## src/include/cpu_settings.svh

```systemverilog
// widths, memory sizes and encodings shared by the core and the testbench
// opcodes and funct codes follow the MIPS-I encoding of the supported subset
`ifndef CPU_SETTINGS_SVH
`define CPU_SETTINGS_SVH

`define CPU_XLEN        32
`define CPU_REG_AW      5
`define CPU_IMEM_DEPTH  64
`define CPU_DMEM_DEPTH  64
`define CPU_IMEM_AW     6

`define CPU_OP_RTYPE    6'h00
`define CPU_OP_ADDI     6'h08
`define CPU_OP_LW       6'h23
`define CPU_OP_SW       6'h2b
`define CPU_OP_BEQ      6'h04
`define CPU_OP_BNE      6'h05
`define CPU_OP_J        6'h02

`define CPU_FN_ADD      6'h20
`define CPU_FN_SUB      6'h22
`define CPU_FN_AND      6'h24
`define CPU_FN_OR       6'h25
`define CPU_FN_SLT      6'h2a

`define CPU_ALU_ADD     3'd0
`define CPU_ALU_SUB     3'd1
`define CPU_ALU_AND     3'd2
`define CPU_ALU_OR      3'd3
`define CPU_ALU_SLT     3'd4

`endif

```

## src/hw/cpu_pkg.sv

```systemverilog
// instruction word layouts, one 32-bit word seen as R, I or J format
`include "cpu_settings.svh"

package cpu_pkg;

    typedef struct packed {
        logic [5:0]             opcode;
        logic [`CPU_REG_AW-1:0] rs;
        logic [`CPU_REG_AW-1:0] rt;
        logic [`CPU_REG_AW-1:0] rd;
        logic [4:0]             shamt;  // unused by the subset
        logic [5:0]             funct;
    } r_fields_t;

    typedef struct packed {
        logic [5:0]             opcode;
        logic [`CPU_REG_AW-1:0] rs;
        logic [`CPU_REG_AW-1:0] rt;
        logic [15:0]            imm;    // signed offset or constant
    } i_fields_t;

    typedef struct packed {
        logic [5:0]  opcode;
        logic [25:0] index;             // word index inside the 256 MB region
    } j_fields_t;

    typedef union packed {
        r_fields_t r;
        i_fields_t i;
        j_fields_t j;
    } instr_t;

endpackage

```

## src/hw/execute_stage.sv

```systemverilog
// execute register and ALU
// a stall loads a nop bubble; ALU ops other than the five supported fall back to add
`timescale 1ns/10ps
`include "cpu_settings.svh"

module execute_stage (
    input  logic                   SYS_clk,
    input  logic                   SYS_reset,
    input  logic                   stall,
    input  cpu_pkg::instr_t        d_instr,
    input  logic [`CPU_XLEN-1:0]   d_rs_val,
    input  logic [`CPU_XLEN-1:0]   d_rt_val,
    input  logic [`CPU_REG_AW-1:0] d_dest,
    input  logic                   d_reg_write,
    output cpu_pkg::instr_t        ex_instr,
    output logic [`CPU_XLEN-1:0]   ex_result,
    output logic [`CPU_XLEN-1:0]   ex_store_val,
    output logic [`CPU_REG_AW-1:0] ex_dest,
    output logic                   ex_reg_write
);

    logic [`CPU_XLEN-1:0] ex_rs_val;
    logic [`CPU_XLEN-1:0] alu_b;
    logic [2:0]           alu_op;

    always_ff @(posedge SYS_clk)
    begin
        if (SYS_reset || stall)
        begin
            ex_instr     <= '0;             // bubble
            ex_dest      <= '0;
            ex_reg_write <= 1'b0;
        end
        else
        begin
            ex_instr     <= d_instr;
            ex_dest      <= d_dest;
            ex_reg_write <= d_reg_write;
        end
    end

    always_ff @(posedge SYS_clk)
    begin
        ex_rs_val    <= d_rs_val;
        ex_store_val <= d_rt_val;           // also the second ALU operand for R-type
    end

    always_comb
    begin
        alu_op = `CPU_ALU_ADD;              // addi, lw, sw address
        if (ex_instr.r.opcode == `CPU_OP_RTYPE)
        begin
            case (ex_instr.r.funct)
                `CPU_FN_SUB: alu_op = `CPU_ALU_SUB;
                `CPU_FN_AND: alu_op = `CPU_ALU_AND;
                `CPU_FN_OR:  alu_op = `CPU_ALU_OR;
                `CPU_FN_SLT: alu_op = `CPU_ALU_SLT;
                default:     alu_op = `CPU_ALU_ADD;
            endcase
        end
    end

    assign alu_b = (ex_instr.r.opcode == `CPU_OP_RTYPE) ? ex_store_val :
                   {{(`CPU_XLEN-16){ex_instr.i.imm[15]}}, ex_instr.i.imm};

    always_comb
    begin
        case (alu_op)
            `CPU_ALU_SUB: ex_result = ex_rs_val - alu_b;
            `CPU_ALU_AND: ex_result = ex_rs_val & alu_b;
            `CPU_ALU_OR:  ex_result = ex_rs_val | alu_b;
            `CPU_ALU_SLT: ex_result = {{(`CPU_XLEN-1){1'b0}},
                                       ($signed(ex_rs_val) < $signed(alu_b))};
            default:      ex_result = ex_rs_val + alu_b;
        endcase
    end

endmodule

```

## config.mk

```make
export PLATFORM = sky130hd
export DESIGN_NAME = execute_stage
export DESIGN_NICKNAME = d
export VERILOG_FILES = /design/src/hw/cpu_pkg.sv /design/src/hw/execute_stage.sv
export VERILOG_INCLUDE_DIRS = /design/src /design/src/include
export SDC_FILE = /design/constraint.sdc
export NUM_CORES = 1
export LEC_CHECK = 0
export BUFFER_PORTS_ARGS = -buffer_cell sky130_fd_sc_hd__buf_4
export CORE_ASPECT_RATIO = 0.75
export CORE_MARGIN = 2
export CORE_UTILIZATION = 50
export DETAILED_ROUTE_END_ITERATION = 10
export PLACE_DENSITY_LB_ADDON = 0.08
export RECOVER_POWER = 50
export SETUP_SLACK_MARGIN = 0.02
export SKIP_LAST_GASP = 1
export SLEW_MARGIN = 20
export SYNTH_ARGS = -nofsm -noshare
export SYNTH_HDL_FRONTEND = slang
export SYNTH_SLANG_ARGS = --single-unit
```

## constraint.sdc

```tcl
create_clock -name SYS_clk -period 6.1 [get_ports SYS_clk]
set_input_delay 1.22 -clock SYS_clk [delete_from_list [all_inputs] [get_ports SYS_clk]]
set_output_delay 1.22 -clock SYS_clk [all_outputs]
set_load 0.05 [all_outputs]
```

==> summary.txt, run 1 <==
Run status
  • Outcome: finished with violations
  • Failing checks: capacitance limit, slew limit

Critical path
  • Crit Path Max Fanout: 6
  • Cell at the slowest stage of the critical path: or4_4
  • Setup CP Type: reg2out
  • Startpoint Class: register
  • CP required: 4.88 ns
  • Slowest stage delay, CP: 0.54 ns
  • Type of destination of the critical path: output pin
  • Worst path most repeated cell: o21ai_0
  • Worst path arrival time: 4.77 ns
  • CP Cell Sequence: or4_4, nor3_4, buf_4, clkbuf_16, mux2_2, ha_1, o21ai_0, o21ai_0, nand2_1, a31oi_4, a41oi_2, or2_2, o2111ai_1, mux2i_1, o21ai_2, buf_6

Clock network
  • Clock Root Buffer: clkbuf_16
  • CTS tree: yes
  • CTS max path bufs: 2
  • Clk sinks: 102
  • Hold buffers post-CTS: 0
  • Clock Pin Slew Worst Setup and Hold Paths: 0.08 ns
  • CTS HTree Levels: 3
  • Num CTS Buffers: 9

Power and ir drop
  • Net Sw Power: 1114 uW
  • Maximum vdd drop: 0.1855 mV
  • Comb power frac: 50.2%
  • Clk pwr share: 22.1%
  • Leak: 0.004810 uW
  • Pwr dens: 256.0 nW/um^2
  • Switching share of power: 42.96%
  • Flop pwr share: 27.7%
  • Int Pwr: 1479 uW

Floorplan
  • CORE AREA: 15080 sq um
  • Ports: 207
  • Number of core rows: 39
  • Die width: 146.6 microns
  • Total die area: 16260 sq um
  • Initial core utilization: 50.55%
  • Die Y: 110.9 microns

Global routing
  • Gr usage total: 27.10%
  • Initial antenna violation count: 0
  • Vias in the first global route: 6950
  • Largest net degree at the start of global routing: 60
  • First-pass GRT wire length: 35830 microns
  • Remaining Overflow, GRT: 0

Timing
  • Min Tclk post-route: 5.992 ns
  • Final hold vios: 0
  • Worst setup margin: 0.1085 ns
  • Least-Margin Pin Slew: 1.853 ns
  • Max_slew headroom: -24.00%
  • Final Cycle Share: 98.22%
  • F_max: 166.9 MHz
  • RSZ-0062 raised after global routing: true
  • Final-report setup violation count: 0
  • Setup TNS: 0 ns
  • Max Transition Viols Final: 39

Routing
  • Routed WL: 22950 microns
  • Wirelength per Cell: 16.94 microns
  • Final ANT Viol Nets: 0
  • Drt pass-1 iters: 5
  • Initial drt markers: 853
  • Vias: 7704
  • Residual DRC: 0
  • Post-DR vias/cell: 5.686

Synthesis
  • Seq/Total Area, Yosys: 26.79%
  • Cell Area, Synth: 7622 sq um
  • Top FF cell, synth: dfxtp_1
  • Yosys warns: 0
  • Async S/R FF share, synth: 0%
  • Post-synth EDFFs: 0
  • Syn Inst Count: 942
  • Post-Syn Area per Cell: 8.092 sq um
  • Number of distinct library cells after synthesis: 77
  • Synthesized Nets: 1146
  • Flops & latches, synth: 102

Hold path
  • Worst min-delay path category: in2reg
  • Worst hold start: d_rs_val[15]
  • Hold EP: ex_rs_val[15]
  • Hold depth: 1

Placed design
  • Post-Place Cell Area: 9429 sq um
  • Dpl ws: 0.2636 ns
  • GP Congestion: 0.9441
  • HPWL after detailed placement: 16740 microns
  • Buffers added on ports: 206
  • Placed Cells: 1326

Final layout
  • Filler Cell Count: 1321
  • Layout cells sized above 1: 29.13%
  • Finished layout cell area: 10130 sq um
  • Nets@finish: 1349
  • Core Util, Final: 67.20%
  • N_diodes: 0
  • Finished Layout Cells: 1355
  • Area Growth Syn to Fin: 32.93%

Job
  • Max cap viols: 1
[worst max-delay path, delay by kind of cell (launching register included)]
family                   cells  cell delay, ns
multiplexers                 2            0.48
buffers and inverters        3            0.52
AO/OA/AOI/OAI                6            1.41
AND/OR/NAND/NOR              4            1.28
flip-flops                   1            0.32
adder cells (fa/ha/maj)      1            0.39
[power groups by stage]
stage / clock (uW) / sequential [uW] / combinational [uW]
final: 573 / 720 / 1300
after global placement: 0 / 734 / 1190
after CTS: 586 / 720 / 1230
after detailed placement: 0 / 735 / 1200
after floorplan: 0 / 806 / 785
after global routing: 619 / 724 / 1390
[worst max-delay path by stage]
stage | startpoint | to | slack (ns)
after detailed placement | ex_instr[29] | ex_result[27] | 0.26
after global placement | ex_instr[29] | ex_result[27] | 0.34
final | ex_instr[29] | ex_result[29] | 0.11
after global routing | ex_instr[29] | ex_result[18] | -0.04
after floorplan | ex_instr[29] | ex_result[31] | 0.12
after CTS | ex_instr[29] | ex_result[29] | -0.004
[state kept, by name (all words and copies together) (netlist names)]
signal and flops:
ex_dest 5, ex_rs_val 32, ex_store_val 32, ex_reg_write 1
ex_instr 32
[timing repair]
item                                    in CTS  in global routing
endpoints found under the setup margin       7                 15
cloned                                       1                  1
setup buffers                                1                 10
pin swaps                                    3                 15
gates resized for setup                     19                 39
endpoints found under the hold margin        0                  0
[synth_stat cells, drive strengths merged, types with 3 or more instances]
master / count / area share, %
a2111oi: 7 / 0.90
nor2: 69 / 3.4
clkbuf: 30 / 1.6
a211oi: 11 / 1.1
dfxtp: 102 / 27
a21o: 33 / 3.3
a21oi: 73 / 4.8
nand2: 53 / 2.7
nor3: 16 / 1.1
o211ai: 14 / 1.4
a311oi: 3 / 0.34
ha: 97 / 16
inv: 104 / 5.1
or3: 4 / 0.33
nand3: 9 / 0.66
o21bai: 9 / 0.89
nand2b: 10 / 0.82
mux2i: 10 / 1.3
nor2b: 10 / 0.82
a221oi: 8 / 0.92
a221o: 6 / 0.80
o22ai: 20 / 1.6
and2: 42 / 3.4
a31oi: 10 / 0.82
o21a: 5 / 0.51
o21ai: 53 / 3.5
xor2: 7 / 0.80
mux2: 16 / 2.4
or2: 8 / 0.66
or4: 5 / 0.54
nand4: 8 / 0.66
xnor2: 14 / 1.6
buf: 13 / 0.82
o221ai: 11 / 1.3
o31ai: 7 / 0.69
o211a: 4 / 0.53
[cell type report]
| class | instances | area (sq um) | area share (%) |
|---|---|---|---|
| Clock buffer | 10 | 229.0 | 2.260 |
| Clock inverter | 6 | 67.56 | 0.6668 |
| Inverter | 104 | 390.4 | 3.853 |
| Multi-Input combinational cell | 693 | 5296 | 52.27 |
| Sequential cell | 102 | 2043 | 20.17 |
| Tap cell | 205 | 256.5 | 2.531 |
| Timing Repair Buffer | 235 | 1849 | 18.25 |
[cell families (layout without fill, tap and decap cells)]
logic type | count (synthesis) | count (layout) | share of synthesized area (%)
mux | 26 | 26 | 3.677
buf+inv | 147 | 355 | 7.551
flops | 102 | 102 | 26.79
simple gates | 244 | 244 | 16.12
xor+xnor | 21 | 21 | 2.413
fa+ha+maj | 99 | 99 | 16.45
compound gates | 303 | 303 | 27.00
[metal layers]
metal,vias to the layer above,routed length (microns),GRT usage (%)
li1,3735,-,-
met1,3548,10670,40.14
met2,389,9922,40.44
met3,32,2090,5.802
met4,0,275,5.761
met5,-,0,0
[through the flow]
| step | total power, uW | hold slack [ns] |
|---|---|---|
| final | 2593 | 0.9755 |
| after global routing | 2736 | 0.9622 |
| after CTS | 2534 | 0.9426 |
| after detailed placement | 1930 | 1.325 |
| after global placement | 1927 | 1.324 |
| after floorplan | 1590 | 1.248 |
[cells in the final DEF (no fill, tap or decap), types with 15 or more instances in the layout]
master	instances
ha_1	88
a21oi_1	68
dfxtp_1	101
nor2_1	69
o22ai_1	15
and2_1	21
mux2_2	15
inv_1	103
nand2_1	49
clkbuf_4	65
o21ai_0	47
and2_0	21
buf_4	159
a21o_1	32
Power figures use the tool's default switching activity.
==> run 2: changes to the inputs <==
--- a/config.mk
+++ b/config.mk
@@ -9,7 +9,7 @@
 export BUFFER_PORTS_ARGS = -buffer_cell sky130_fd_sc_hd__buf_4
 export CORE_ASPECT_RATIO = 0.75
 export CORE_MARGIN = 2
-export CORE_UTILIZATION = 50
+export CORE_UTILIZATION = 54
 export DETAILED_ROUTE_END_ITERATION = 10
 export PLACE_DENSITY_LB_ADDON = 0.08
 export RECOVER_POWER = 50
==> summary.txt, run 2 (same netlist as run 1, synthesis figures left out) <==
Final layout
  • Most frequent cells in the layout: buf_4 (158), inv_1 (104), dfxtp_1 (101)
  • Register area: 2043 sq um
  • Regs by FF count: ex_instr: 32 flops, ex_rs_val: 32 flops, ex_store_val: 32 flops
  • Area Growth Syn to Fin: 32.09%
  • Nets@finish: 1345
  • Layout cells sized above 1: 29.41%
  • Multi-input logic area: 5301 sq um
  • Filler Cell Count: 1111
  • N_diodes: 0
  • Most common cell after layout, fill and taps aside: buf_4

Power and ir drop
  • Overall Power: 2643 uW
  • Leak: 0.004796 uW
  • Maximum vdd drop: 0.1561 mV
  • Pwr dens: 262.5 nW/um^2

Floorplan
  • Die width: 141.2 microns
  • Number of core rows: 37
  • Initial core utilization: 55.44%
  • CORE AREA: 13750 sq um
  • Die Y: 106.9 microns
  • Ports: 207
  • Total die area: 15090 sq um

Global routing
  • Gr usage total: 29.95%
  • Initial antenna violation count: 0
  • First-pass GRT wire length: 36670 microns
  • Vias in the first global route: 7428
  • Largest net degree at the start of global routing: 60
  • Remaining Overflow, GRT: 0

Hold path
  • Worst min-delay path category: in2reg
  • Worst hold start: d_rs_val[19]
  • Hold depth: 1
  • Hold EP: ex_rs_val[19]

Timing
  • Least-Margin Pin Slew: 1.769 ns
  • Final Cycle Share: 98.50%
  • Final-report setup violation count: 0
  • Worst setup margin: 0.09147 ns
  • RSZ-0062 raised after global routing: true
  • Min Tclk post-route: 6.009 ns
  • Max_slew headroom: -18.40%
  • Final hold vios: 0
  • F_max: 166.4 MHz
  • Max Transition Viols Final: 39

Clock network
  • Clk sinks: 102
  • Clock Root Buffer: clkbuf_16
  • Hold buffers post-CTS: 0
  • CTS tree: yes
  • CTS HTree Levels: 3
  • Clock Pin Slew Worst Setup and Hold Paths: 0.08 ns
  • CTS max path bufs: 2
  • Num CTS Buffers: 9

Run status
  • Failing checks: capacitance limit, slew limit
  • Outcome: finished with violations

Placed design
  • HPWL after detailed placement: 17110 microns
  • GP Congestion: 0.9976
  • Buffers added on ports: 206
  • Dpl ws: 0.2194 ns

Routing
  • Vias: 7839
  • Wirelength per Cell: 17.51 microns
  • Final ANT Viol Nets: 0
  • Residual DRC: 0
  • Drt pass-1 iters: 5
  • Post-DR vias/cell: 5.934
  • Routed WL: 23130 microns
  • Initial drt markers: 719

Critical path
  • Worst path arrival time: 4.79 ns
  • Type of destination of the critical path: output pin
  • Setup CP Type: reg2out
  • CP required: 4.88 ns
  • Startpoint Class: register
  • Crit Path Max Fanout: 12

Job
  • Max cap viols: 1
## run 2: cell types whose count changed in the layout (fill, tap and decap cells not counted), sizes merged
cell    change
buf         -3
bufbuf      -1
bufinv      +1
clkbuf      -1
clkinv      -1
inv         +1
## run 2: final cells by class
type                            count  area share (%)
Tap cell                          175           2.175
Timing Repair Buffer              231           17.75
Multi-Input combinational cell    693           52.65
Clock buffer                        9           2.237
Clock inverter                      7           1.019
Sequential cell                   102           20.29
Inverter                          104           3.877
## run 2: report_power, final
part           internal (uW)  switching (uW)  leakage (uW)
sequential               698            21.2      0.000853
combinational            481             812       0.00378
clock                    334             297      0.000160
## run 2: timing repair
item                                    in CTS  in global routing
gates cloned                                 0                  1
setup buffers                                0                  5
gates resized for setup                      4                 56
hold endpoints to repair                     0                  0
endpoints found under the setup margin       4                 13
pin swaps                                    2                 13
## run 2: worst max-delay path by stage
stage / slack, ns / depth (start not counted) / end / from
after floorplan: 0.12 / 16 / ex_result[31] / ex_instr[29]
after global placement: 0.41 / 15 / ex_result[26] / ex_instr[29]
after detailed placement: 0.22 / 16 / ex_result[27] / ex_instr[29]
after CTS: -0.001 / 16 / ex_result[18] / ex_instr[29]
after global routing: -0.06 / 16 / ex_result[28] / ex_instr[29]
final: 0.09 / 16 / ex_result[27] / ex_instr[29]
## run 2: critical path, stage by stage, from the launching register on
cell and delay (ns):
dfxtp_1 0.31, or4_4 0.54, nor3_4 0.26, buf_12 0.18, mux2_2 0.38, inv_1 0.12, ha_1 0.28, nor2_2 0.16
o211ai_1 0.17, a2111oi_2 0.49, o21a_2 0.25, a21oi_1 0.09, o41ai_2 0.31, o41a_1 0.19, mux2_2 0.34, o22ai_2 0.16
buf_6 0.19
## run 2: per-stage QoR
stage	cells	utilization, %	instance area, sq um	setup TNS, ns	hold WS, ns
global placement	1299	68.47	9414	0	1.324
finish	1321	73.23	10070	0	0.9757
floorplan	942	-	7671	0	1.248
detailed placement	1299	68.47	9414	0	1.325
CTS	1315	71.03	9767	-0.001496	0.9497
global route	1321	73.23	10070	-0.1702	0.9682
## run 2: metal layers
metal  up-vias  part of all wire (%)  track usage, %
met1      3642                    44           40.87
met3        55                    10           7.235
met2       412                    44           47.43
met5         -                     0               0
met4         0                   2.0           8.143
li1       3730                     -               -
==> run 3: changes to the inputs <==
--- a/config.mk
+++ b/config.mk
@@ -6,10 +6,11 @@
 export SDC_FILE = /design/constraint.sdc
 export NUM_CORES = 1
 export LEC_CHECK = 0
+export ABC_AREA = 1
 export BUFFER_PORTS_ARGS = -buffer_cell sky130_fd_sc_hd__buf_4
 export CORE_ASPECT_RATIO = 0.75
 export CORE_MARGIN = 2
-export CORE_UTILIZATION = 54
+export CORE_UTILIZATION = 56
 export DETAILED_ROUTE_END_ITERATION = 10
 export PLACE_DENSITY_LB_ADDON = 0.08
 export RECOVER_POWER = 50
==> summary.txt, run 3 <==
Timing
  • Final hold slack: 0.9738 ns
  • Max Transition Viols Final: 39
  • Final Cycle Share: 90.82%
  • RSZ-0062 raised after global routing: false
  • Final-report setup violation count: 0
  • Final hold vios: 0
  • Least-Margin Pin Slew: 1.990 ns
  • F_max: 180.5 MHz
  • Setup TNS: 0 ns
  • Min Tclk post-route: 5.540 ns
  • Worst setup margin: 0.5599 ns
  • Max_slew headroom: -32.70%

Critical path
  • Cell at the slowest stage of the critical path: ha_1
  • Type of destination of the critical path: output pin
  • Crit path buf inv count: 2
  • Crit Path Max Fanout: 17
  • Worst path arrival time: 4.32 ns
  • CP Cell Sequence: nor2_2, nand3_4, inv_1, or2_1, o21ai_0, ha_1, o21ai_0, a21oi_1, nand2_1, a21oi_1, nand2_1, nand2_1, nand3_1, nand3_1, buf_4
  • Worst path most repeated cell: nand2_1
  • Startpoint Class: register
  • Setup CP Type: reg2out
  • CP delay by family, top: compound AO/OA/AOI/OAI gates
  • Slowest stage delay, CP: 0.74 ns
  • CP required: 4.88 ns

Power and ir drop
  • Pwr dens: 255.4 nW/um^2
  • Comb power frac: 53.6%
  • Maximum vdd drop: 0.1599 mV
  • Int Pwr: 1435 uW
  • Leak: 0.006605 uW
  • Switching share of power: 49.16%
  • Clk pwr share: 20.8%
  • Net Sw Power: 1387 uW
  • Flop pwr share: 25.6%

Clock network
  • Clock Pin Slew Worst Setup and Hold Paths: 0.08 ns
  • Hold buffers post-CTS: 0
  • CTS tree: yes
  • Clock Root Buffer: clkbuf_16
  • Num CTS Buffers: 9
  • Clk sinks: 102
  • Postcts setup bufs: 0
  • CTS max path bufs: 2
  • Post_cts resized: 0
  • CTS HTree Levels: 3

Hold path
  • Worst min-delay path category: in2reg

Floorplan
  • Initial core utilization: 57.01%
  • Ports: 207
  • Number of core rows: 40
  • Die width: 151.0 microns
  • Total die area: 17250 sq um
  • CORE AREA: 15920 sq um
  • Die Y: 114.2 microns

Placed design
  • GP Congestion: 1.109
  • Placed Cells: 1914
  • Buffers added on ports: 206
  • HPWL after detailed placement: 27260 microns
  • Dpl ws: 1.173 ns

Synthesis
  • Seq/Total Area, Yosys: 22.50%
  • Yosys top cell area share: 22.50%
  • Syn Inst Count: 1526
  • Post-synth EDFFs: 0
  • Async S/R FF share, synth: 0%
  • Synthesized Nets: 1730
  • Post-Syn Area per Cell: 5.946 sq um
  • Number of distinct library cells after synthesis: 43
  • Flops & latches, synth: 102
  • Synth top area cells: dfxtp_1 (23%), nand2_1 (19%), inv_1 (14%)
  • Cell Area, Synth: 9074 sq um
  • Yosys warns: 0
  • Cell with the most instances after synthesis: nand2_1
  • Top FF cell, synth: dfxtp_1
  • Top post-synthesis cells by count: nand2_1 (448), inv_1 (344), nor2_1 (152)
  • Synth area leader: dfxtp_1

Final layout
  • Area Growth Syn to Fin: 21.75%
  • Filler Cell Count: 1409
  • N_diodes: 0
  • Finished Layout Cells: 1930
  • Nets@finish: 1919
  • Regs by FF count: ex_instr: 32 flops, ex_rs_val: 32 flops, ex_store_val: 32 flops
  • Register area: 2042 sq um
  • Layout cells sized above 1: 15.00%
  • Core Util, Final: 69.41%
  • Most frequent cells in the layout: nand2_1 (448), inv_1 (344), nor2_1 (152)
  • Multi-input logic area: 5559 sq um
  • Most common cell after layout, fill and taps aside: nand2_1

Run status
  • Outcome: finished with violations
  • Failing checks: capacitance limit, slew limit

Global routing
  • Met1 Use GR: 51.72%
  • Met3 Use GR: 14.14%
  • Vias in the first global route: 9480
  • Busiest grt layer: met2
  • First-pass GRT wire length: 49130 microns
  • Largest net degree at the start of global routing: 53
  • Initial antenna violation count: 0
  • Gr usage total: 37.79%
  • Remaining Overflow, GRT: 0
  • Met2 Usage GRT: 56.55%

Routing
  • Vias: 10300
  • Routed WL: 32750 microns
  • Initial drt markers: 1384
  • Wirelength per Cell: 16.97 microns
  • Residual DRC: 0
  • Drt pass-1 iters: 7
  • Final ANT Viol Nets: 0
  • Post-DR vias/cell: 5.334

Job
  • Max cap viols: 1
==> run 3: cell count changes in the layout (fill, tap and decap cells not counted), sizes merged, moves of 16 or more <==
| cell | previous run | this run |
|---|---|---|
| buf | 165 | 142 |
| mux2 | 16 | 0 |
| inv | 107 | 357 |
| nand2 | 53 | 456 |
| a21o | 33 | 2 |
| and2 | 42 | 1 |
| nand3 | 9 | 112 |
| nor2 | 69 | 160 |
==> run 3: final timing paths <==
| kind | startpoint | end | slack [ns] | depth (start not counted) |
|---|---|---|---|---|
| worst max-delay path | ex_instr[29] | ex_result[31] | 0.56 | 15 |
| worst min-delay path | d_rs_val[21] | ex_rs_val[21] | 0.97 | 1 |
==> run 3: kinds of logic after synthesis <==
family,after synthesis,synth area share (%)
AOI/OAI and AO/OA,139,8.674
xor gates and xnor gates,21,2.027
adders and majority gates,99,13.82
buffers and inverters,383,16.23
DFF,102,22.50
and+or+nand+nor,782,36.75
==> run 3: layer usage <==
metal,share of wire (%),wire [microns]
met4,1.8,597
met2,42,13620
met5,0,0
met1,41,13550
met3,15,4981
==> run 3: area by class of cell <==
class | instances | share of cell area [%]
Clock inverter | 7 | 0.6909
Multi-Input combinational cell | 1041 | 50.32
Clock buffer | 9 | 2.039
Inverter | 354 | 12.05
Sequential cell | 102 | 18.48
Timing Repair Buffer | 207 | 14.03
Tap cell | 210 | 2.379
==> run 3: power by group through the flow <==
stage	clock network [uW]	registers (uW)	logic, uW
finish	586	723	1510
floorplan	0	807	945
CTS	595	723	1470
global placement	0	737	1450
detailed placement	0	738	1460
global route	622	727	1620
==> run 3: stage by stage <==
step                      instance area [sq um]  total power [uW]
final                                     11050              2821
after global routing                      11050              2964
after CTS                                 11050              2787
after detailed placement                  10750              2200
after global placement                    10750              2187
after floorplan                            9074              1752
